### src/rtl/lsPkg.sv
package lsPkg;

    parameter int DataWidth = 32;
    parameter int TagWidth  = 4;
    parameter int NameWidth = 5;

    typedef enum logic [2:0] {
        opLb,
        opLh,
        opLw,
        opLbu,
        opLhu,
        opSb,
        opSh,
        opSw
    } lsOp;

    // access size in bytes minus one, shared by loads and stores
    typedef logic [1:0] lenCode;

    parameter lenCode LenByte = 2'd0;
    parameter lenCode LenHalf = 2'd1;
    parameter lenCode LenWord = 2'd3;

    typedef struct packed {
        lsOp                  op;
        logic [DataWidth-1:0] base;
        logic [DataWidth-1:0] offset;
        logic [DataWidth-1:0] storeData;
        logic [TagWidth-1:0]  tag;
        logic [NameWidth-1:0] name;
    } lsReq;

    typedef struct packed {
        logic                 en;
        logic                 write;
        logic [DataWidth-1:0] addr;
        lenCode               len;
        logic [DataWidth-1:0] data;
    } memReq;

    typedef struct packed {
        logic                 en;
        logic [DataWidth-1:0] data;
        logic [TagWidth-1:0]  tag;
        logic [NameWidth-1:0] name;
    } robWrite;

endpackage

### src/rtl/lsUnit.sv
module lsUnit (
    input  logic                        clk,
    input  logic                        rst,
    input  logic                        workEn,
    input  lsPkg::lsReq                 workReq,
    output logic                        busy,
    output lsPkg::memReq                memOut,
    input  logic                        outEn,
    input  logic [lsPkg::DataWidth-1:0] loadData,
    output lsPkg::robWrite              result,
    output logic                        done
);
    import lsPkg::*;

    logic                 pending;
    logic                 memEn;
    logic                 resultEn;
    logic                 reqWrite;
    logic                 signExt;
    lenCode               reqLen;
    logic [DataWidth-1:0] reqAddr;
    logic [DataWidth-1:0] reqData;
    logic [TagWidth-1:0]  reqTag;
    logic [NameWidth-1:0] reqName;
    logic [DataWidth-1:0] resultData;
    lenCode               opLen;
    logic                 opWrite;
    logic                 opSigned;
    logic [DataWidth-1:0] extData;

    assign busy = pending;

    always_comb begin
        opLen    = LenWord;
        opWrite  = 1'b0;
        opSigned = 1'b1;
        case (workReq.op)
            opLb:  opLen = LenByte;
            opLh:  opLen = LenHalf;
            opLw:  opLen = LenWord;
            opLbu: begin
                opLen    = LenByte;
                opSigned = 1'b0;
            end
            opLhu: begin
                opLen    = LenHalf;
                opSigned = 1'b0;
            end
            opSb: begin
                opLen   = LenByte;
                opWrite = 1'b1;
            end
            opSh: begin
                opLen   = LenHalf;
                opWrite = 1'b1;
            end
            default: opWrite = 1'b1;
        endcase
    end

    // the memory returns the bytes right-aligned, only the upper fill differs
    always_comb begin
        case (reqLen)
            LenByte: extData = {{(DataWidth-8){signExt & loadData[7]}}, loadData[7:0]};
            LenHalf: extData = {{(DataWidth-16){signExt & loadData[15]}}, loadData[15:0]};
            default: extData = loadData;
        endcase
    end

    always_ff @(posedge clk or posedge rst) begin
        if (rst) begin
            pending  <= 1'b0;
            memEn    <= 1'b0;
            resultEn <= 1'b0;
            done     <= 1'b0;
        end else begin
            memEn    <= workEn && !pending;
            resultEn <= pending && outEn && !reqWrite;
            done     <= pending && outEn;
            if (!pending && workEn) begin
                pending <= 1'b1;
            end else if (pending && outEn) begin
                pending <= 1'b0;
            end
        end
    end

    always_ff @(posedge clk) begin
        if (!pending && workEn) begin
            reqAddr  <= workReq.base + workReq.offset;
            reqWrite <= opWrite;
            reqLen   <= opLen;
            reqData  <= workReq.storeData;
            reqTag   <= workReq.tag;
            reqName  <= workReq.name;
            signExt  <= opSigned;
        end
        if (pending && outEn) begin
            resultData <= extData;
        end
    end

    // tag and name stay put until the next work strobe, which comes after done
    assign memOut = '{en: memEn, write: reqWrite, addr: reqAddr, len: reqLen, data: reqData};
    assign result = '{en: resultEn, data: resultData, tag: reqTag, name: reqName};

    alignedAccess: assert property (@(posedge clk) disable iff (rst)
        memEn |-> ((reqAddr[1:0] & reqLen) == 2'b00))
        else $error("misaligned access at address %h", reqAddr);

    noWorkWhileBusy: assert property (@(posedge clk) disable iff (rst) workEn |-> !busy)
        else $error("work strobe while the unit is busy");

    outEnOnlyPending: assert property (@(posedge clk) disable iff (rst) outEn |-> pending)
        else $error("memory completion without a pending request");

endmodule

### config.mk
export PLATFORM = sky130hd
export DESIGN_NAME = lsUnit
export DESIGN_NICKNAME = d
export VERILOG_FILES = /design/src/rtl/lsPkg.sv /design/src/rtl/lsUnit.sv
export SDC_FILE = /design/constraint.sdc
export NUM_CORES = 1
export LEC_CHECK = 0
export BUFFER_PORTS_ARGS = -buffer_cell sky130_fd_sc_hd__buf_2
export CELL_PAD_IN_SITES_DETAIL_PLACEMENT = 1
export CELL_PAD_IN_SITES_GLOBAL_PLACEMENT = 1
export CORE_MARGIN = 2
export CORE_UTILIZATION = 33
export CTS_BUF_LIST = sky130_fd_sc_hd__clkbuf_2 sky130_fd_sc_hd__clkbuf_4 sky130_fd_sc_hd__clkbuf_8
export DETAILED_ROUTE_END_ITERATION = 10
export PLACE_DENSITY = 0.86
export SLEW_MARGIN = 5
export SYNTH_ARGS = -nofsm -noshare
export SYNTH_HDL_FRONTEND = slang
export SYNTH_SLANG_ARGS = --single-unit
### constraint.sdc
create_clock -name clk -period 4.53 [get_ports clk]
set_input_delay 0.2265 -clock clk [delete_from_list [all_inputs] [get_ports clk]]
set_output_delay 0.2265 -clock clk [all_outputs]
set_load 0.02 [all_outputs]
# Word level (Yosys, flattened, before mapping)
# Index checks and enable logic that the tools add are counted.
[word_totals]
register_bits = 113
latchBits = 0
ramBits = 0
romBits = 0
output_inout_bits = 112
word_cells = 40
mem_count = 0
[op_classes]
add_sub_neg = 1
mul = 0
n_div = 0
order_cmp = 0
n_eq_ne = 7
shift = 0
mux = 6
bitwise_logic = 2
n_reduce_logical = 12
[ops]
columns = ["op", "n"]
rows = [
  ["$pmux W32 S2", 1],
  ["$add A32 B32 Y32", 1],
  ["$eq A3 B3 Y1 const B", 3],
  ["$eq A3 B2 Y1 const B", 2],
  ["$reduce_or A3 Y1", 2],
  ["$reduce_or A5 Y1", 1],
  ["$mux W1", 4],
  ["$pmux W2 S2", 1],
  ["$eq A3 B1 Y1 const B", 1],
  ["$logic_and A1 B1 Y1", 3],
  ["$logic_not A3 Y1", 1],
  ["$and A1 B1 Y1", 2],
  ["$eq A2 B1 Y1 const B", 1],
  ["$logic_not A1 Y1", 2],
  ["$logic_not A2 Y1", 1],
  ["$reduce_bool A2 Y1", 1],
  ["$reduce_or A2 Y1", 1],
]

# Depth between registers and ports, before layout
# Gate-level depths: netlist of run 1.
[depth]
word_depth = 3
mapped_depth = 9
mapped_depth_nobuf = 9

# Worst setup path after synthesis of run 1
# OpenSTA, ideal clock, no wires.
[synth_path]
path_kind = "flip-flop to flip-flop"
from = "register pending (netlist: busy)"
to = "register reqAddr[0], enable pin"
setup_time_ns = 0.522
t_arrival_ns = 3.911
required_time_ns = 4.008
slack_ns = 0.097
path_stages_with_launch = 2
path_cell_list = "dfrtp_1 nor2b_1"
[synth_via]
elab_chain_len = 2
[synth_lines]
columns = ["item", "line_no", "source"]
rows = [
  ["start: declaration", "lsUnit.sv:15", "logic pending;"],
  ["start signal: assignment", "lsUnit.sv:72", "pending <= 1'b0;"],
  ["start signal: assignment", "lsUnit.sv:81", "pending <= 1'b1;"],
  ["start signal: assignment", "lsUnit.sv:83", "pending <= 1'b0;"],
  ["$logic_not A1 Y1", "lsUnit.sv:89", "if (!pending && workEn) begin"],
  ["$logic_and A1 B1 Y1", "lsUnit.sv:89", ""],
  ["end signal: assignment", "lsUnit.sv:90", "reqAddr <= workReq.base + workReq.offset;"],
  ["end: declaration", "lsUnit.sv:21", "logic [DataWidth-1:0] reqAddr;"],
]
# Every way passes these cells.
# A chain may end at the register's enable or synchronous reset.

# Worst setup path in the final report of run 1
[layout_path]
from = "input port workReq[41] in the netlist's numbering"
to = "register reqAddr[16], data pin"
[layout_via]
elab_chain_len = 1
[layout_lines]
columns = ["item", "line_no", "source"]
rows = [
  ["start: declaration", "lsUnit.sv:5", "input lsPkg::lsReq workReq,"],
  ["$add A32 B32 Y32", "lsUnit.sv:90", ""],
]
# Every way passes these cells.

==> results of run 1 <==
-- state kept, by name, indices dropped and copies added, names as in the netlist --
name,flops
busy,1
done,1
memEn,1
reqAddr,32
reqData,32
reqLen,2
reqName,5
reqTag,4
reqWrite,1
resultData,32
resultEn,1
signExt,1
-- power groups by stage --
stage / Clock [W] / Combinational (W) / Sequential [W]
floorplan: 0 / 0.000272 / 0.00142
global placement: 0 / 0.000585 / 0.00131
detailed placement: 0 / 0.000599 / 0.00132
CTS: 0.000908 / 0.000636 / 0.00130
global route: 0.000950 / 0.000688 / 0.00130
finish: 0.000878 / 0.000634 / 0.00130
-- final timing paths --
path	startpoint	slack, ns	endpoint	cells past startpoint
min	workReq[34]	0.04	reqData[25]	1
max in group asynchronous	rst	4.14	resultEn	3
max reg2reg	reqLen[1]	2.50	resultData[26]	2
min in group asynchronous	rst	0.23	memEn	3
max	workReq[41]	1.96	reqAddr[16]	10
min reg2reg	reqWrite	0.45	resultEn	1
-- routing by layer --
layer  GRT usage, %  vias to the layer above  part of all wire [%]
met5              0                        -                     0
met4           8.24                        0                   2.9
met3           3.73                       34                   4.3
met2           36.0                      167                    55
met1           21.1                     2170                    38
li1               -                     2178                     -
-- final cells by class --
cell class | count | share of cell area, %
tap | 216 | 3.47
clock inverter | 13 | 1.56
inverter | 8 | 0.385
multi-input combinational | 273 | 25.2
timing repair buffer | 307 | 23.0
clock buffer | 18 | 3.10
sequential | 113 | 43.3
-- worst max-delay path, stage by stage --
cell      delay [ns]
buf_2           0.11
ha_1            0.22
fa_1            0.44
a211oi_1        0.48
o21bai_1        0.18
a21oi_2         0.31
o21bai_1        0.16
a21oi_1         0.29
o21ai_0         0.15
xor2_1          0.16
-- through the flow --
step | std cells | total power, W
2_1_floorplan | 409 | 0.00170
6_report | 948 | 0.00281
5_1_grt | 948 | 0.00294
3_3_place_gp | 868 | 0.00190
3_5_place_dp | 868 | 0.00192
4_1_cts | 948 | 0.00284
-- layout by cell type (no fill, tap or decap), types with 18 or more instances in the layout --
cell type and instances:
xnor2_1 22, ha_1 31, o21ai_0 28, a21o_1 24
edfxtp_1 109, nor2_1 18, buf_2 255, dlygate4sd3_1 49
nand2_1 25, a21oi_1 32
-- logic make-up (layout without fill, tap and decap cells) --
logic type	Yosys count	count (layout)	synth area share (%)
AND/OR/NAND/NOR	86	86	8.18
adder cells (fa/ha/maj)	32	32	7.51
XOR/XNOR	32	32	5.16
flip-flops	113	113	62.1
multiplexers	3	3	0.553
AO/OA/AOI/OAI	120	120	14.6
buffers and inverters	23	346	1.89
-- repair_timing --
action                                 CTS  global route
resized for setup                        0             0
endpoints found under the hold margin   52             0
hold buffers                            49             0
==> results.cfg, run 1 <==
[status]
outcome = finished clean

[setup_path]
critPathCaptureType = register
crit_required_ns = 4.69
cp_max_fo = 4
criticalPathCategory = in -> reg
start_kind = primary input
arrival_ns = 2.73

[synthesis]
synth_edf_count = 109
synth_common_cells = edfxtp_1 (109), a21oi_1 (32), ha_1 (31), o21ai_0 (28), nand2_1 (25)
async_reset_ff_share_pct = 3.54
synth_top_area_share_pct = 60.3
synthTopCellsByArea = edfxtp_1 (60%), ha_1 (7.1%), xnor2_1 (3.5%), a21o_1 (3.3%), a21oi_1 (2.9%)
synth_nets = 585
synth_area_per_cell_sq_um = 13.3
ys_seq_area_share_pct = 62.1
synth_area_sq_mm = 0.00543
yosys.area.top_type = edfxtp_1
synth-seq-cells = 113
postSynthCellCount = 409
yosysWarnings = 0
synth_cell_types = 52
ys.flop_type = edfxtp_1
synth_most_common_cell = edfxtp_1

[global_route]
grt_pass1_wl_um = 26000
grt_max_degree = 36
antenna_found_initial = 0
grt_usage_pct = 19.2
grt_pass1_vias = 4858
grt-ovfl-total = 0

[power_and_ir_drop]
powerDensity_mw_per_mm2 = 361
switching_share_pct = 28.8
clkPwrFrac_pct = 31.3
p_switching_w = 0.000810
power_leakage_nw = 3.46
pwr-share-seq_pct = 46.2
combPwrFrac_pct = 22.6
internal-power_w = 0.00200
ir_drop_v = 0.000139

[clock_network]
htree_levels = 4
clock-root-buffer = clkbuf_8
tritoncts = yes
clk_pin_slew_ns = 0.07
numCtsBuffers = 17
clock_path_buffers = 2
cts_setup_buffers = 0
clock_sinks = 113
clk_latency_ns = 0.42

[route]
drc = 0
drt-initial-drc-count = 227
wl_um = 16900
avgRoutedWirePerCell_um = 17.8
vias = 4549
drt-pass1-iter-count = 4
vias_per_cell = 4.80
ant_nets = 0

[die]
start_util_pct = 33.9
placementRows = 46
dieArea_sq_mm = 0.0175
pin_count = 256
die_h_um = 132
coreArea_sq_mm = 0.0160
die_w_um = 132

[final_layout]
final_util_pct = 48.7
n_antenna_cell = 0
nNetsFinal = 896
finalInstanceArea_sq_mm = 0.00779
fillCellCount = 1803
multi_input_area_sq_mm = 0.00197
drive_gt1_share_pct = 41.0
syn_to_final_growth_pct = 43.5
seq_area_sq_mm = 0.00337

[sta]
worst_pin_slew_ns = 1.05
slew_headroom_pct = 29.8
skew_ns = 0.0141
finalCriticalPeriod_ns = 2.57
setup_viol = 0
finalCritPeriodShare_pct = 56.7
hold_ws_ns = 0.0414
layout_setup_ws_ns = 1.96
slew_viol_final = 0
clock.fmax_mhz = 390
hold_viol = 0
rsz0062_at_grt = no
final.setup.tns_ns = 0

[flow_run]
maxCapViolCount = 0

[place]
dp_slack_ns = 1.66
gp_congestion = 0.815
dp_hpwl_um = 12800
port-buffer-count = 255
dpl_cell_area_sq_mm = 0.00694

[worst_hold_path]
hp-class = in -> reg
Power figures use the tool's default switching activity.
==> run 2: changes to the inputs <==
--- a/config.mk
+++ b/config.mk
@@ -9,10 +9,10 @@
 export CELL_PAD_IN_SITES_DETAIL_PLACEMENT = 1
 export CELL_PAD_IN_SITES_GLOBAL_PLACEMENT = 1
 export CORE_MARGIN = 2
-export CORE_UTILIZATION = 33
+export CORE_UTILIZATION = 37
 export CTS_BUF_LIST = sky130_fd_sc_hd__clkbuf_2 sky130_fd_sc_hd__clkbuf_4 sky130_fd_sc_hd__clkbuf_8
 export DETAILED_ROUTE_END_ITERATION = 10
-export PLACE_DENSITY = 0.86
+export PLACE_DENSITY = 0.91
 export SLEW_MARGIN = 5
 export SYNTH_ARGS = -nofsm -noshare
 export SYNTH_HDL_FRONTEND = slang
==> constraint.sdc (replaced) <==
create_clock -name clk -period 2.5 [get_ports clk]
set_input_delay 0.125 -clock clk [delete_from_list [all_inputs] [get_ports clk]]
set_output_delay 0.125 -clock clk [all_outputs]
set_load 0.02 [all_outputs]
==> run 2 against run 1 <==
Die area down 10%. Clock skew down 0.0012 ns. Core utilization up 7.0 points. Clock power rose by 110%. Combinational power is 92% higher. Global-route usage grew 3.8 points. Sequential power rose by 81%. Non-clock buffer count up 23. Routed wire length grew 9.2%. Sequential share of layout area down 1.3 points. Design area grew 3.1%. Sequential cell count unchanged.
==> results.cfg, run 2 (synthesized netlist as in run 1, its figures left out) <==
[setup_path]
cp_common_cell = o21bai_1
worst_r2r_path_depth = 3
crit_required_ns = 2.66
worst-path-stages = 10
slowest_stage = fa_1
crit_buf_inv = 1
arrival_ns = 2.47
start_kind = primary input
slowest_delay_ns = 0.44
critPathTopFamily = compound AO/OA/AOI/OAI gates
critPathCaptureType = register
cp_max_fo = 3
criticalPathCategory = in -> reg
path_cells = buf_2 > ha_1 > fa_1 > a211oi_1 > o21bai_1 > a21oi_2 > o21bai_1 > a21oi_1 > o21ai_0 > xor2_1

[flow_run]
maxCapViolCount = 0

[route]
drt-initial-drc-count = 213
vias = 4736
vias_per_cell = 5.04
drt-pass1-iter-count = 5
avgRoutedWirePerCell_um = 19.6
drc = 0
wl_um = 18400
ant_nets = 0

[place]
gp_congestion = 0.824
dp_hpwl_um = 13100
dpl_cell_area_sq_mm = 0.00697
port-buffer-count = 255

[sta]
finalCriticalPeriod_ns = 2.31
slew_viol_final = 0
rsz0062_at_grt = no
hold_viol = 0
setup_viol = 0
finalCritPeriodShare_pct = 92.4
clock.fmax_mhz = 433
slew_headroom_pct = 31.2
skew_ns = 0.0129
worst_pin_slew_ns = 1.03

[global_route]
grt_max_degree = 59
grt_usage_pct = 23.0
grt-ovfl-total = 0
grt_pass1_wl_um = 28000
grt_pass1_vias = 5131
antenna_found_initial = 0

[final_layout]
layout_commonest_cell = buf_2
fillCellCount = 1583
finalInstanceArea_sq_mm = 0.00803
syn_to_final_growth_pct = 47.9
drive_gt1_share_pct = 41.0
n_antenna_cell = 0
nNetsFinal = 919
reg_top3 = reqAddr (32), reqData (32), resultData (32)
final_cell_mix = buf_2 (255), edfxtp_1 (109), dlygate4sd3_1 (64), a21oi_1 (32), ha_1 (31)

[clock_network]
clk_latency_ns = 0.41
clock_path_buffers = 2
tritoncts = yes
numCtsBuffers = 17
cts_setup_buffers = 0
clock-root-buffer = clkbuf_8
clk_pin_slew_ns = 0.07
clock_sinks = 113
htree_levels = 4
cts_resized = 0

[worst_hold_path]
hp-class = in -> reg
holdPathStages = 2

[power_and_ir_drop]
finalPower_w = 0.00540
ir_drop_v = 0.000285
powerDensity_mw_per_mm2 = 672
internal-power_w = 0.00390
pwr-share-seq_pct = 43.6
switching_share_pct = 27.7
clkPwrFrac_pct = 33.8
p_switching_w = 0.00149
power_leakage_nw = 3.60
combPwrFrac_pct = 22.6

[die]
start_util_pct = 37.6
coreArea_sq_mm = 0.0144
die_w_um = 125
dieArea_sq_mm = 0.0157
die_h_um = 125
pin_count = 256
placementRows = 44

[status]
outcome = finished clean
-- run 2: worst register-to-register path, delay by kind of cell (launching register included) --
kind	cells	cell delay, ns
AOI/OAI and AO/OA	1	0.17
DFF	1	0.54
muxes	1	0.19
and+or+nand+nor	1	0.83
-- run 2: area by class of cell --
class / instances / area (sq um) / share of cell area [%]
Timing Repair Buffer: 330 / 2010 / 25.1
Multi-Input combinational cell: 273 / 1970 / 24.5
Sequential cell: 113 / 3370 / 42.0
Inverter: 8 / 30.0 / 0.374
Clock buffer: 25 / 313 / 3.89
Tap cell: 184 / 230 / 2.87
Clock inverter: 7 / 108 / 1.34
-- run 2: worst paths after layout --
check,start,to,slack (ns)
setup / recovery,workReq[41],reqAddr[16],0.19
min in group asynchronous,rst,resultEn,0.17
max in group asynchronous,rst,memEn,2.16
hold / removal,loadData[20],resultData[20],0.03
hold reg to reg,reqWrite,resultEn,0.45
setup reg to reg,reqLen[0],resultData[24],0.64
-- run 2: power groups by stage --
stage	clock network (W)	logic (W)	registers, W
2_1_floorplan	0	0.000494	0.00257
3_3_place_gp	0	0.00108	0.00238
3_5_place_dp	0	0.00112	0.00239
4_1_cts	0.00185	0.00121	0.00235
5_1_grt	0.00194	0.00132	0.00237
6_report	0.00182	0.00122	0.00235
-- run 2: metal layers --
metal	global-route usage (%)	vias up	routed length [um]
met5	0	-	0
met4	7.97	0	454
met3	5.13	29	881
met2	43.3	172	10000
met1	25.6	2311	7040
li1	-	2224	-
-- run 2: repair_timing --
action / CTS / global route
hold buffers: 63 / 1
endpoints found under the hold margin: 66 / 1
setup endpoints to repair: 0 / 0
-- run 2: per-stage QoR --
| stage | instances | setup slack [ns] | hold slack (ns) | TNS [ns] | utilization [%] |
|---|---|---|---|---|---|
| 2_1_floorplan | 409 | 0.212 | -0.109 | 0 | - |
| 3_3_place_gp | 844 | -0.0703 | 0.0235 | -0.273 | 48.3 |
| 3_5_place_dp | 844 | -0.154 | 0.0303 | -0.799 | 48.3 |
| 4_1_cts | 939 | 0.280 | 0.00165 | 0 | 55.6 |
| 5_1_grt | 940 | 0.0250 | -0.00189 | 0 | 55.7 |
| 6_report | 940 | 0.189 | 0.0261 | 0 | 55.7 |
