--- config.mk ---
export PLATFORM = sky130hd
export DESIGN_NAME = lsQueue
export DESIGN_NICKNAME = d
export VERILOG_FILES = /design/src/rtl/lsPkg.sv /design/src/rtl/lsQueue.sv
export SDC_FILE = /design/constraint.sdc
export NUM_CORES = 1
export LEC_CHECK = 0
export ABC_AREA = 1
export BUFFER_PORTS_ARGS = -buffer_cell sky130_fd_sc_hd__buf_2
export CAP_MARGIN = 0
export CORE_ASPECT_RATIO = 1.1
export CORE_MARGIN = 5
export CORE_UTILIZATION = 35
export CTS_BUF_LIST = sky130_fd_sc_hd__clkbuf_4 sky130_fd_sc_hd__clkbuf_8
export CTS_CLUSTER_SIZE = 30
export DETAILED_ROUTE_END_ITERATION = 8
export PLACE_DENSITY = 0.53
export SLEW_MARGIN = 20
export SYNTH_ARGS = -nofsm -noshare
export SYNTH_HDL_FRONTEND = slang
export SYNTH_SLANG_ARGS = --single-unit
export TNS_END_PERCENT = 20
--- constraint.sdc ---
create_clock -name clk -period 7.4 [get_ports clk]
set_clock_uncertainty 0.2 [all_clocks]
set_input_delay 0 -clock clk [delete_from_list [all_inputs] [get_ports clk]]
set_output_delay 0 -clock clk [all_outputs]
set_load 0.02 [all_outputs]
--- src/rtl/lsPkg.sv ---
package lsPkg;

    parameter int DataWidth = 32;
    parameter int TagWidth  = 4;
    parameter int NameWidth = 5;

    typedef enum logic [2:0] {
        opLb,
        opLh,
        opLw,
        opLbu,
        opLhu,
        opSb,
        opSh,
        opSw
    } lsOp;

    // access size in bytes minus one, shared by loads and stores
    typedef logic [1:0] lenCode;

    parameter lenCode LenByte = 2'd0;
    parameter lenCode LenHalf = 2'd1;
    parameter lenCode LenWord = 2'd3;

    typedef struct packed {
        lsOp                  op;
        logic [DataWidth-1:0] base;
        logic [DataWidth-1:0] offset;
        logic [DataWidth-1:0] storeData;
        logic [TagWidth-1:0]  tag;
        logic [NameWidth-1:0] name;
    } lsReq;

    typedef struct packed {
        logic                 en;
        logic                 write;
        logic [DataWidth-1:0] addr;
        lenCode               len;
        logic [DataWidth-1:0] data;
    } memReq;

    typedef struct packed {
        logic                 en;
        logic [DataWidth-1:0] data;
        logic [TagWidth-1:0]  tag;
        logic [NameWidth-1:0] name;
    } robWrite;

endpackage

--- src/rtl/lsQueue.sv ---
module lsQueue #(
    parameter int QueueDepth = 4
) (
    input  logic        clk,
    input  logic        rst,
    input  logic        issueEn,
    input  lsPkg::lsReq issueReq,
    output logic        full,
    input  logic        busy,
    output logic        workEn,
    output lsPkg::lsReq workReq
);
    import lsPkg::*;

    localparam int PtrWidth   = (QueueDepth > 1) ? $clog2(QueueDepth) : 1;
    localparam int CountWidth = $clog2(QueueDepth + 1);

    lsReq                  entries [QueueDepth];
    logic [PtrWidth-1:0]   rdPtr;
    logic [PtrWidth-1:0]   wrPtr;
    logic [CountWidth-1:0] count;
    logic                  empty;
    logic                  push;
    logic                  pop;
    lsReq                  headReq;

    function automatic logic [PtrWidth-1:0] nextPtr(input logic [PtrWidth-1:0] ptr);
        return (ptr == PtrWidth'(QueueDepth - 1)) ? '0 : ptr + PtrWidth'(1);
    endfunction

    assign empty = (count == '0);
    assign full  = (count == CountWidth'(QueueDepth));
    assign push  = issueEn && !full;

    // an empty queue hands a fresh issue straight through to the unit
    assign headReq = empty ? issueReq : entries[rdPtr];

    // busy only rises a cycle after our strobe, so the strobe cycle itself counts as busy
    assign pop = (!empty || push) && !busy && !workEn;

    always_ff @(posedge clk or posedge rst) begin
        if (rst) begin
            rdPtr  <= '0;
            wrPtr  <= '0;
            count  <= '0;
            workEn <= 1'b0;
        end else begin
            workEn <= pop;
            if (push) begin
                wrPtr <= nextPtr(wrPtr);
            end
            if (pop) begin
                rdPtr <= nextPtr(rdPtr);
            end
            case ({push, pop})
                2'b10:   count <= count + CountWidth'(1);
                2'b01:   count <= count - CountWidth'(1);
                default: count <= count;
            endcase
        end
    end

    always_ff @(posedge clk) begin
        if (push) begin
            entries[wrPtr] <= issueReq;
        end
        if (pop) begin
            workReq <= headReq;
        end
    end

    noIssueWhenFull: assert property (@(posedge clk) disable iff (rst) issueEn |-> !full)
        else $error("issue strobe while the queue is full");

endmodule

Yosys cells after proc, flatten, opt, wreduce, memory -nomap -nowiden
Memory sizes are Yosys's and may differ from the RTL's.
Index checks and enable logic that the tools add are counted.
- memory bits (read-only): 0
- word-level logic and storage cells: 36
- bits in writable memories: 432
- register bits: 116
- memories kept: 1
- bits in latches: 0
- add/subtract/negate cells: 4
- shift operators: 0
- mux-type cells: 6
- reduce and logical (&&, ||, !) cells: 10
- bitwise operators: 0
- eq/ne operators: 5
- $lt $le $gt $ge: 0
- multipliers: 0
- divide/modulo/power cells: 0
- memory list (name ; depth ; width ; rd ports ; clocked after memory_dff ; write ports ; line ; text):
    entries ; 4 ; 108 ; 1 ; 0 ; 1 ; lsQueue.sv:18 ; lsReq entries [QueueDepth];
- operator list (cell ; count):
    two-way mux 108 bit ; 1
    equality test 2 bit (second input constant) ; 3
    one-hot mux 3 bit (2 select lines) ; 1
    adder 2 x 1 -> 2 bit (second input constant) ; 2
    logical NOT 1 bit ; 4
    two-way mux 2 bit ; 2
    adder 3 x 1 -> 3 bit (second input constant) ; 1
    equality test 3 bit (second input constant) ; 1
    logical AND 1 bit ; 3
    logical NOT 3 bit ; 1
    subtractor 3 x 1 -> 3 bit (second input constant) ; 1
    equality test 2 x 1 -> 1 bit (second input constant) ; 1
    two-way mux 1 bit ; 2
    nonzero test 2 bit ; 1
    logical OR 1 bit ; 1

Logic depth before layout (Yosys ltp)
Gate-level depths: netlist of run 1.
- word-level depth: 8
- gate-level depth with buffers: 11

Least setup slack after synthesis of run 1
OpenSTA, ideal clock, no wires.
- kind: reg-to-reg
- start point: register count[0]
- end point: memory entries[0][0] (netlist bit), enable pin
- cell stages (with the launch flop): 5
- buffers on the path: 0
- period minus slack after synthesis: 6.068 ns
- arrival: 5.292 ns
- path slack: 1.332 ns
- cells stage by stage: dfrtp_1 nor2_4 a21oi_1 inv_1 nor2_1
- cells in the longest elaborated chain, start to end: 5
- ends and longest elaborated chain (what ; line ; text):
    from (decl) ; lsQueue.sv:21 ; logic [CountWidth-1:0] count;
    from (signal assigned) ; lsQueue.sv:56 ; 2'b10: count <= count + CountWidth'(1);
    from (signal assigned) ; lsQueue.sv:57 ; 2'b01: count <= count - CountWidth'(1);
    from (signal assigned) ; lsQueue.sv:58 ; default: count <= count;
    equality test 3 bit ; lsQueue.sv:32 ; assign full = (count == CountWidth'(QueueDepth));
    logical NOT 1 bit ; lsQueue.sv:33 ; assign push = issueEn && !full;
    logical AND 1 bit ; lsQueue.sv:33 ;
    two-way mux 1 bit ; lsQueue.sv:64 ; if (push) begin
    two-way mux 1 bit (implied by the code) ; lsQueue.sv:65 ; entries[wrPtr] <= issueReq;
    to (decl) ; lsQueue.sv:18 ;
No other way between the ends.

==> impl_results.md, run 1 <==
- Total number of vias: 16,000
- R2R Setup Slk: ~4200 ps
- Cts repair resizes: 0
- Routed WL per cell: approximately 16 um
- Routed Antenna Nets: 0
- Count leader, synth: nand2_1
- Row cnt: 99
- CP Max Fanout: 117
- Die H: 280 um
- WP data required: 7590 ps
- Die Wd: 255 um
- Total wire length: about 59 mm
- Share of the synthesized area in the top cell type: 0.699
- Worst setup EP type: flip-flop
- Hold Path Cell Cnt: 4
- DR vias/cell: ~4.4
- Count of flip-flops with a built-in enable after synthesis: 540
- R2R cell count: 7
- Worst slew pin tran: around 1100 ps
- Status: finished, final reports clean
- Flip-flop and latch count after synthesis: about 550
- Core Box Area: approximately 66,000 um2
- RSZ-0062 raised after global routing: false
- Syn Nets: about 2,300
- Synth top cells by count: 874 x nand2_1, 540 x edfxtp_1, 449 x inv_1, 220 x nand3_1, 43 x buf_2
- Max Clk Rate: between 300 and 400 MHz
- Leakage: around 13 nW
- Hold Path End: workReq[4]$_DFFE_PP_
- Min Tclk post-route: about 3200 ps
- Syn avg cell area: 10.5 um2
- Initial antenna violation count: 7
- Total clock sinks: about 550
- TritonCTS buffer count: 95
- Crit path launch type: flip-flop
- Vias in the first global route: about 17,000
- Max Cap Violations: 0
- Initial core utilization: 0.351
- PwrDens: around 370 nW/um2
- Setup violators final: 0
- Layout cell share with drive strength beyond 1: 0.143
- CTS root buffer: clkbuf_8
- Final GP Congestion: 0.734
- GRT Total Usage: 0.162
- Setup CP Type: reg2reg
- Final Slew Violations: 0
- Layout net count: between 2,000 and 3,000
- Worst skew pair latency: between 600 and 700 ps
- YS warnings: 0
- First-pass GRT wire length: 91.9 mm
- Cell taking the most area after synthesis: edfxtp_1
- Worst Min Path Start: issueReq[4]
- Worst R2R End: workReq[22]$_DFFE_PP_
- Synth-to-layout area growth: 26.8%
- Total gr overflow: 0
- Drt first-iter violations: about 750
- Die area: between 70,000 and 80,000 um2
- Io pins: about 220
- Synth top area cells: edfxtp_1 70%, nand2_1 14%, inv_1 7.3%
- Worst Path Arrival: 3420 ps
- Setup TNS: 0 ps
- RR Startpoint: rdPtr[0]$_DFFE_PP0P_
- Netlist cell types: 21
- Syn Std Cell Area: around 23,000 um2
- Clock H-tree levels: 3
- Tcrit/Tclk final: 0.437
- Worst hold margin: approximately 60 ps
- Worst-path clk slew: 60 ps
- CTS max path bufs: 3
- Async set-reset flop share out of synthesis: 0.0146
- Largest net degree at the start of global routing: around 170
- Maximum vdd ir drop: 0.256 mV
- Gate Count Post-Synth: approximately 2,200
- CTS tree: yes
- Final HPWL DP: slightly above 30 mm
- Detailed Routing Iterations Pass 1: 5
- Port bufs: around 220
- Hold crit path type: in2reg
- Hold Vio Cnt, Final: 0
- Rel. slew slack: 0.269
- DR DRC count: 0
- Post-synthesis sequential area ratio: 0.708
- Synth Flop Type: edfxtp_1
==> cells by family (layout without fill, tap and decap cells) <==
| logic type | after synthesis | after routing | synth area share |
|---|---|---|---|
| AOI/OAI and AO/OA | 4 | 4 | 0.000863 |
| other | 0 | 4 | 0 |
| and+or+nand+nor | 1103 | 1103 | 0.191 |
| DFF | 548 | 548 | 0.708 |
| adders and majority gates | 7 | 7 | 0.00410 |
| buffers and inverters | 544 | 1105 | 0.0954 |
| xor gates and xnor gates | 2 | 2 | 0.000756 |
==> flip-flops by register name, summed over array words and instances, names as in the netlist <==
signal   cells
entries    432
wrPtr        2
workEn       1
count        3
rdPtr        2
workReq    108
==> critical path: stages (launching register included) <==
cell,delay [ps]
dfrtp_4,710
inv_6,760
buf_6,670
nand2_1,120
nand3_1,110
nand2_1,60
nand2_1,50
nand2_1,60
==> per-layer routing <==
metal / vias to the layer above / GRT usage / part of all wire
met2: 366 / 0.281 / 0.49
met3: 105 / 0.0330 / 0.050
met1: 7634 / 0.205 / 0.44
li1: 7929 / - / -
met5: - / 0 / 0.00041
met4: 4 / 0.0556 / 0.022
==> worst max-delay path by stage <==
stage | startpoint | to | slack (ps)
global route | count[0]$_DFFE_PP0P_ | workReq[39]$_DFFE_PP_ | 3940
detailed placement | rdPtr[0]$_DFFE_PP0P_ | workReq[79]$_DFFE_PP_ | 3910
finish | rdPtr[0]$_DFFE_PP0P_ | workReq[22]$_DFFE_PP_ | 4170
CTS | rdPtr[0]$_DFFE_PP0P_ | workReq[22]$_DFFE_PP_ | 3880
floorplan | count[0]$_DFFE_PP0P_ | entries[0][0]$_DFFE_PP_ | 1330
global placement | rdPtr[0]$_DFFE_PP0P_ | workReq[0]$_DFFE_PP_ | 3970
==> cell type report <==
class                           instances  area, um2
Timing Repair Buffer                  480       3720
Inverter                              452       1710
Multi-Input combinational cell       1116       4600
Tap cell                              858       1070
Antenna cell                            4       10.0
Fill cell                            6191      36600
Clock inverter                         40        234
Clock buffer                          133       1620
Sequential cell                       548      16400
==> where the power goes <==
part | total [W] | switching (W) | internal (W)
combinational | 0.00351 | 0.00249 | 0.00101
sequential | 0.00468 | 0.000303 | 0.00438
clock | 0.00271 | 0.00122 | 0.00148
total | 0.0109 | 0.00402 | 0.00688
==> metrics by stage <==
stage                     cell area, um2  utilization  setup WS [ps]  total power (W)  cells
after detailed placement           25000        0.379           3910          0.00823   3207
final                              29400        0.445           4170           0.0109   3631
after global placement             25000        0.379           3970          0.00818   3207
after floorplan                    23200            -           1330          0.00715   2208
after global routing               29400        0.445           3940           0.0117   3629
after CTS                          29400        0.445           3880           0.0111   3627
==> placed cells by master, fill, tap and decap left out, types with 2 or more instances in the layout <==
cell	Yosys	routed
nand2_1	874	874
edfxtp_1	540	540
inv_1	449	448
dlygate4sd3_1	0	247
buf_2	43	221
nand3_1	220	220
clkbuf_8	0	100
clkbuf_4	0	33
clkinv_1	0	21
clkinv_2	0	14
buf_4	3	7
ha_1	6	6
dfrtp_1	8	6
nor2_4	1	5
diode_2	0	4
buf_12	0	4
o21ai_0	3	3
inv_4	0	3
inv_6	0	3
nor2_1	6	2
bufinv_16	0	2
dfrtp_4	0	2
==> what timing repair did <==
action	4_1_cts	5_1_grt
buffers inserted	0	0
hold buffers	247	0
endpoints found under the hold margin	569	0
No activity file was read; power rests on OpenSTA's default activity.
==> run 2: changes to the inputs <==
==> constraint.sdc (replaced) <==
create_clock -name clk -period 3.1 [get_ports clk]
set_clock_uncertainty 0.2 [all_clocks]
set_input_delay 0 -clock clk [delete_from_list [all_inputs] [get_ports clk]]
set_output_delay 0 -clock clk [all_outputs]
set_load 0.02 [all_outputs]
==> run 2 against run 1 <==
Sequential cell count unchanged; register-to-register slack worse by 3500 ps; clock power is 130% higher; final area grew 0.49%; via count is 0.17% higher.
==> impl_results.md, run 2 (same netlist as run 1, synthesis figures left out) <==
- Initial core utilization: 0.351 (unchanged)
- RR Startpoint: count[0]$_DFFE_PP0P_
- Worst hold margin: 110 ps (+50.3 ps)
- Worst-path clk slew: 60 ps (about the same)
- Port bufs: 221 (unchanged)
- Total number of vias: 16,100 (+0.17%)
- Max Cap Violations: 0 (unchanged)
- CTS root buffer: clkbuf_8
- Worst Path Arrival: 2610 ps (-810 ps)
- Area of the multi-input gates: 4600 um2 (unchanged)
- Total gr overflow: 0 (unchanged)
- Clock H-tree levels: 3 (unchanged)
- First-pass GRT wire length: 90.9 mm (-1.1%)
- Die H: 280 um (unchanged)
- DR vias/cell: 4.43 (+0.36%)
- R2R cell count: 5 (-2)
- Placed Cells: 3,228 (+0.65%)
- CP Max Fanout: 12 (-90%)
- Worst skew pair latency: 660 ps (about the same)
- Routed Antenna Nets: 0 (unchanged)
- Rel. slew slack: 0.503 (+0.234)
- Total wire length: 57.7 mm (-1.8%)
- Largest Register: entries
- Leakage: 13.4 nW (+0.38%)
- Largest net degree at the start of global routing: 110 (-36%)
- CTS tree: yes
- Final GP Congestion: 0.728 (-0.82%)
- R2R Setup Slk: 640 ps (-3530 ps)
- Final Slew Violations: 0 (unchanged)
- CP Capture Point: entries[2][21]$_DFFE_PP_
- Drt first-iter violations: 755 (+0.40%)
- Die Wd: 255 um (unchanged)
- CTS max path bufs: 3 (unchanged)
- WP data required: 3250 ps (-4340 ps)
- Total power: 0.0262 W (+140%)
- Status: finished, final reports clean
- Worst setup EP type: flip-flop
- Largest registers: entries: 432 flops, workReq: 108 flops, count: 3 flops
- Layout cell share with drive strength beyond 1: 0.146 (+0.00238)
- Critical path origin: count[0]$_DFFE_PP0P_
- Io pins: 222 (unchanged)
- Vias in the first global route: 16,500 (-0.28%)
- Detailed Routing Iterations Pass 1: 4 (-1)
- Worst R2R End: entries[2][21]$_DFFE_PP_
- TritonCTS buffer count: 92 (-3.2%)
- Final core occ: 0.447 (+0.00218)
- Seq. cell area: 16,400 um2 (unchanged)
- Initial antenna violation count: 2 (-5)
- Core Box Area: 66,000 um2 (unchanged)
- Post-CTS setup buffer count: 0 (unchanged)
- Row cnt: 99 (unchanged)
- Max reg flops: 432 (unchanged)
- Layout net count: 2,817 (+0.18%)
- Max Clk Rate: 406 MHz (+31%)
- Setup violators final: 0 (unchanged)
- RSZ-0062 raised after global routing: false
- Maximum vdd ir drop: 0.522 mV (+100%)
- Fill cell count: 6,162 (-0.47%)
- Tcrit/Tclk final: 0.794 (+0.358)
- Min Tclk post-route: 2460 ps (-768 ps)
- Synth-to-layout area growth: 27.4%
- Setup TNS: 0 ps (unchanged)
- Total clock sinks: 548 (unchanged)
- Routed WL per cell: 15.9 um (-1.7%)
- Fin cells: 3,624 (-0.19%)
- Crit path launch type: flip-flop
- Setup CP Type: reg2reg
- Commonest cells after routing, fill and taps aside: 874 x nand2_1, 540 x edfxtp_1, 448 x inv_1, 234 x dlygate4sd3_1, 221 x buf_2
- GRT Total Usage: 0.160 (-0.00249)
- PwrDens: 887 nW/um2 (+140%)
- DR DRC count: 0 (unchanged)
- Hold Vio Cnt, Final: 0 (unchanged)
- Worst slew pin tran: 746 ps (-348 ps)
- Final HPWL DP: 30.7 mm (+1.2%)
- Most common cell after layout, fill and taps aside: nand2_1
- Hold crit path type: in2reg
- Die area: 71,500 um2 (unchanged)
-- run 2: area by class of cell --
| type | instances | share of cell area |
|---|---|---|
| timing repair buffer | 488 | 0.134 |
| inverter | 452 | 0.0579 |
| sequential | 548 | 0.556 |
| antenna | 1 | 0.0000847 |
| clock buffer | 114 | 0.0491 |
| multi-input combinational | 1116 | 0.156 |
| clock inverter | 47 | 0.0113 |
| tap | 858 | 0.0363 |
-- run 2: layer usage --
| metal | track usage | wire [um] | up-vias |
|---|---|---|---|
| met5 | 0 | 7 | - |
| met4 | 0.0417 | 884 | 2 |
| met3 | 0.0342 | 2790 | 72 |
| met2 | 0.275 | 28100 | 343 |
| met1 | 0.207 | 25900 | 7711 |
| li1 | - | - | 7937 |
-- run 2: per-stage QoR --
step           setup slack [ps]  instance area [um2]
2_1_floorplan             -1180                23200
3_3_place_gp                619                25400
3_5_place_dp                637                25400
4_1_cts                     607                29500
5_1_grt                     498                29500
6_report                    638                29500
-- run 2: how the worst min path moves through the flow --
stage                       start                   end  slack, ps  cells after the start
final                     issueEn  rdPtr[1]$_DFFE_PP0P_        110                      6
after global routing      issueEn  rdPtr[1]$_DFFE_PP0P_         70                      6
after CTS                 issueEn  rdPtr[1]$_DFFE_PP0P_         10                      6
after detailed placement      rst      workEn$_DFF_PP0_       -220                      2
after global placement        rst      workEn$_DFF_PP0_       -220                      2
after floorplan               rst  count[0]$_DFFE_PP0P_       -380                      1
-- run 2: what timing repair did --
action | CTS | global route
endpoints found under the hold margin | 557 | 0
hold buffers | 234 | 0
resized for setup | 0 | 0
-- run 2: worst max-delay path, cell delays in order, from the launching register on --
cell	delay (ps)
dfrtp_1	430
nor2_4	80
a21oi_1	260
inv_1	250
nor2_4	590
buf_4	340
-- run 2: power breakdown --
group	leakage [nW]	switching [W]	internal, W	total, W
clock network	0.938	0.00291	0.00342	0.00633
registers	5.08	0.000529	0.0104	0.0110
logic	7.36	0.00619	0.00270	0.00889
total	13.4	0.00964	0.0166	0.0262
==> run 3: changes to the inputs <==
==> constraint.sdc (replaced) <==
create_clock -name clk -period 2.3 [get_ports clk]
set_clock_uncertainty 0.2 [all_clocks]
set_input_delay 0 -clock clk [delete_from_list [all_inputs] [get_ports clk]]
set_output_delay 0 -clock clk [all_outputs]
set_load 0.02 [all_outputs]
==> run 3 against run 2 <==
Setup slack worse by 560 ps; wire length rose by 1.4%; global-route usage grew 0.28 points; via count fell by 0.26%; cell count rose by 0.86%; critical path depth up 7; non-clock buffer count rose by 17; core utilization increased by 0.62 points; final area rose by 1.4%.
==> impl_results.md, run 3 (same netlist as run 1, synthesis figures left out) <==
- DR vias/cell: 4.38 (-1.1%)
- Worst slew pin tran: 689 ps (-57.3 ps)
- Layout net count: 2,837 (+0.71%)
- Net Sw Frac: 0.364 (-0.00378)
- WP data required: 2660 ps (-590 ps)
- GRT Total Usage: 0.162 (+0.00284)
- DR DRC count: 0 (unchanged)
- Status: finished, final reports clean
- Layout cell share with drive strength beyond 1: 0.153 (+0.00774)
- Comb power frac: 0.343 (+0.003)
- Worst skew pair latency: 690 ps (+30 ps)
- Initial antenna violation count: 5 (+3)
- Min Tclk post-route: around 2200 ps
- Seq. cell area: 16,400 um2 (unchanged)
- Place WS: 221 ps (-416 ps)
- Psw: 0.0131 W (+36%)
- Vias in the first global route: 16,500 (-0.079%)
- Drt first-iter violations: 941 (+25%)
- Leakage: 13.6 nW (+1.3%)
- Final HPWL DP: 33.7 mm (+9.6%)
- PwrDens: 1200 nW/um2 (+36%)
- Worst setup EP type: flip-flop
- Row cnt: 99 (unchanged)
- CP Cell Sequence: dlygate4sd3_1 -> buf_2 -> dlygate4sd3_1 -> nor2_2 -> nand2_2 -> clkinvlp_4 -> ha_1 -> inv_1 -> fa_1 -> nand2_1 -> nand3_1 -> xor2_1
- Port bufs: 221 (unchanged)
- Slowest stage cell, crit path: dlygate4sd3_1
- Total power: 0.0361 W (+38%)
- Placed Cells: 3,235 (+0.22%)
- Total clock sinks: 548 (unchanged)
- Tcrit/Tclk final: 0.965
- Cell area after layout: 29,900 um2 (+1.4%)
- Worst setup margin: 81.6 ps (-556 ps)
- Setup CP Type: in2reg
- Total wire length: 58.5 mm (+1.4%)
- Commonest cells after routing, fill and taps aside: 873 x nand2_1, 540 x edfxtp_1, 447 x inv_1, 243 x dlygate4sd3_1, 221 x buf_2
- CTS max path bufs: 3 (unchanged)
- Clock H-tree levels: 3 (unchanged)
- Setup violators final: 0 (unchanged)
- Synth-to-layout area growth: 29.1%
- CP max stage delay: 610 ps (+20 ps)
- Final Slew Violations: 0 (unchanged)
- Total gr overflow: 0 (unchanged)
- Crit path launch type: input port
- Detailed Routing Iterations Pass 1: 5 (+1)
- Die Wd: 255 um (unchanged)
- Clock power share: 0.248 (+0.006)
- Hold crit path type: in2reg
- CTS root buffer: clkbuf_8
- Worst hold margin: 13.2 ps (-96.4 ps)
- Register share of total power: 0.408 (-0.011)
- Max Clk Rate: 451 MHz
- Critical Path Most Common Cell: dlygate4sd3_1
- Largest Register: entries
- Largest net degree at the start of global routing: 110 (unchanged)
- Final GP Congestion: 0.712 (-2.2%)
- Worst Path Arrival: 2570 ps (-40 ps)
- Internal Power: 0.0229 W (+39%)
- Largest registers: entries: 432 flops, workReq: 108 flops, count: 3 flops
- Core Box Area: 66,000 um2 (unchanged)
- Routed Antenna Nets: 0 (unchanged)
- CTS tree: yes
- Initial core utilization: 0.351 (unchanged)
- CP Max Fanout: 3 (-9)
- Die area: 71,500 um2 (unchanged)
- First-pass GRT wire length: 92.0 mm (+1.2%)
- Rel. slew slack: 0.541 (+0.0382)
- Area of the multi-input gates: 4610 um2 (+0.22%)
- Fin cells: 3,655 (+0.86%)
- Hold Vio Cnt, Final: 0 (unchanged)
- Total number of vias: 16,000 (-0.26%)
- Max Cap Violations: 0 (unchanged)
- Most common cell after layout, fill and taps aside: nand2_1
- Die H: 280 um (unchanged)
- Routed WL per cell: 16.0 um (+0.52%)
- Worst-path clk slew: 60 ps (about the same)
- Placed Area: 25,600 um2 (+0.63%)
- Max reg flops: 432 (unchanged)
- Io pins: 222 (unchanged)
- TritonCTS buffer count: 95 (+3.3%)
- Fill cell count: 6,081 (-1.3%)
- Maximum vdd ir drop: 0.644 mV (+23%)
-- run 3: cell types whose count changed in the layout (fill, tap and decap cells not counted), moves of 3 or more --
cell / before / now
inv_6: 4 / 1
clkbuf_8: 95 / 100
dlygate4sd3_1: 234 / 243
buf_12: 20 / 28
clkbuf_4: 19 / 31
-- run 3: power groups by stage --
stage | sequential, W | clock [W] | combinational (W)
2_1_floorplan | 0.0158 | 0 | 0.00700
3_3_place_gp | 0.0149 | 0 | 0.0121
3_5_place_dp | 0.0150 | 0 | 0.0123
4_1_cts | 0.0148 | 0.00924 | 0.0127
5_1_grt | 0.0149 | 0.00973 | 0.0140
6_report | 0.0147 | 0.00895 | 0.0124
-- run 3: timing repair --
item	in CTS	in global routing
endpoints found under the hold margin	556	0
buffers inserted	0	1
gates resized for setup	0	1
hold buffers	243	0
endpoints found under the setup margin	0	1
-- run 3: metal layers --
layer  vias to the layer above  wire length (um)  global-route usage
li1                       7986                 -                   -
met1                      7614             25200               0.205
met4                         6              1150              0.0519
met2                       333             29100               0.282
met5                         -                39                   0
met3                        84              3000              0.0344
-- run 3: critical path, delay by kind of cell --
| family | cells | cell delay, ps |
|---|---|---|
| simple gates | 4 | 420 |
| buf+inv | 5 | 1430 |
| xor+xnor | 1 | 140 |
| fa+ha+maj | 2 | 570 |
-- run 3: path summary, 6_finish.rpt --
check                                      from                     to  slack, ps  cells past startpoint
max                                        busy   count[2]$_DFFE_PP0P_         80                     12
min                                issueReq[51]  workReq[51]$_DFFE_PP_         10                      4
max reg2reg                count[1]$_DFFE_PP0P_   count[1]$_DFFE_PP0P_        190                      8
min reg2reg                count[0]$_DFFE_PP0P_   count[0]$_DFFE_PP0P_        380                      1
max in group asynchronous                   rst   rdPtr[0]$_DFFE_PP0P_       1340                      4
min in group asynchronous                   rst   count[2]$_DFFE_PP0P_        260                      4
-- run 3: final cells by class --
cell class	instances	share of cell area
diodes	2	0.000167
clock buffers	131	0.0537
flip-flops and latches	548	0.548
multi-input cells	1116	0.154
inverters	452	0.0571
clock inverters	43	0.0107
repair buffers	505	0.140
well taps	858	0.0359
-- run 3: per-stage QoR --
step                TNS (ps)  utilization
floorplan            -411350            -
CTS                        0        0.453
global placement           0        0.387
global route           -10.7        0.453
detailed placement         0        0.387
finish                     0        0.454
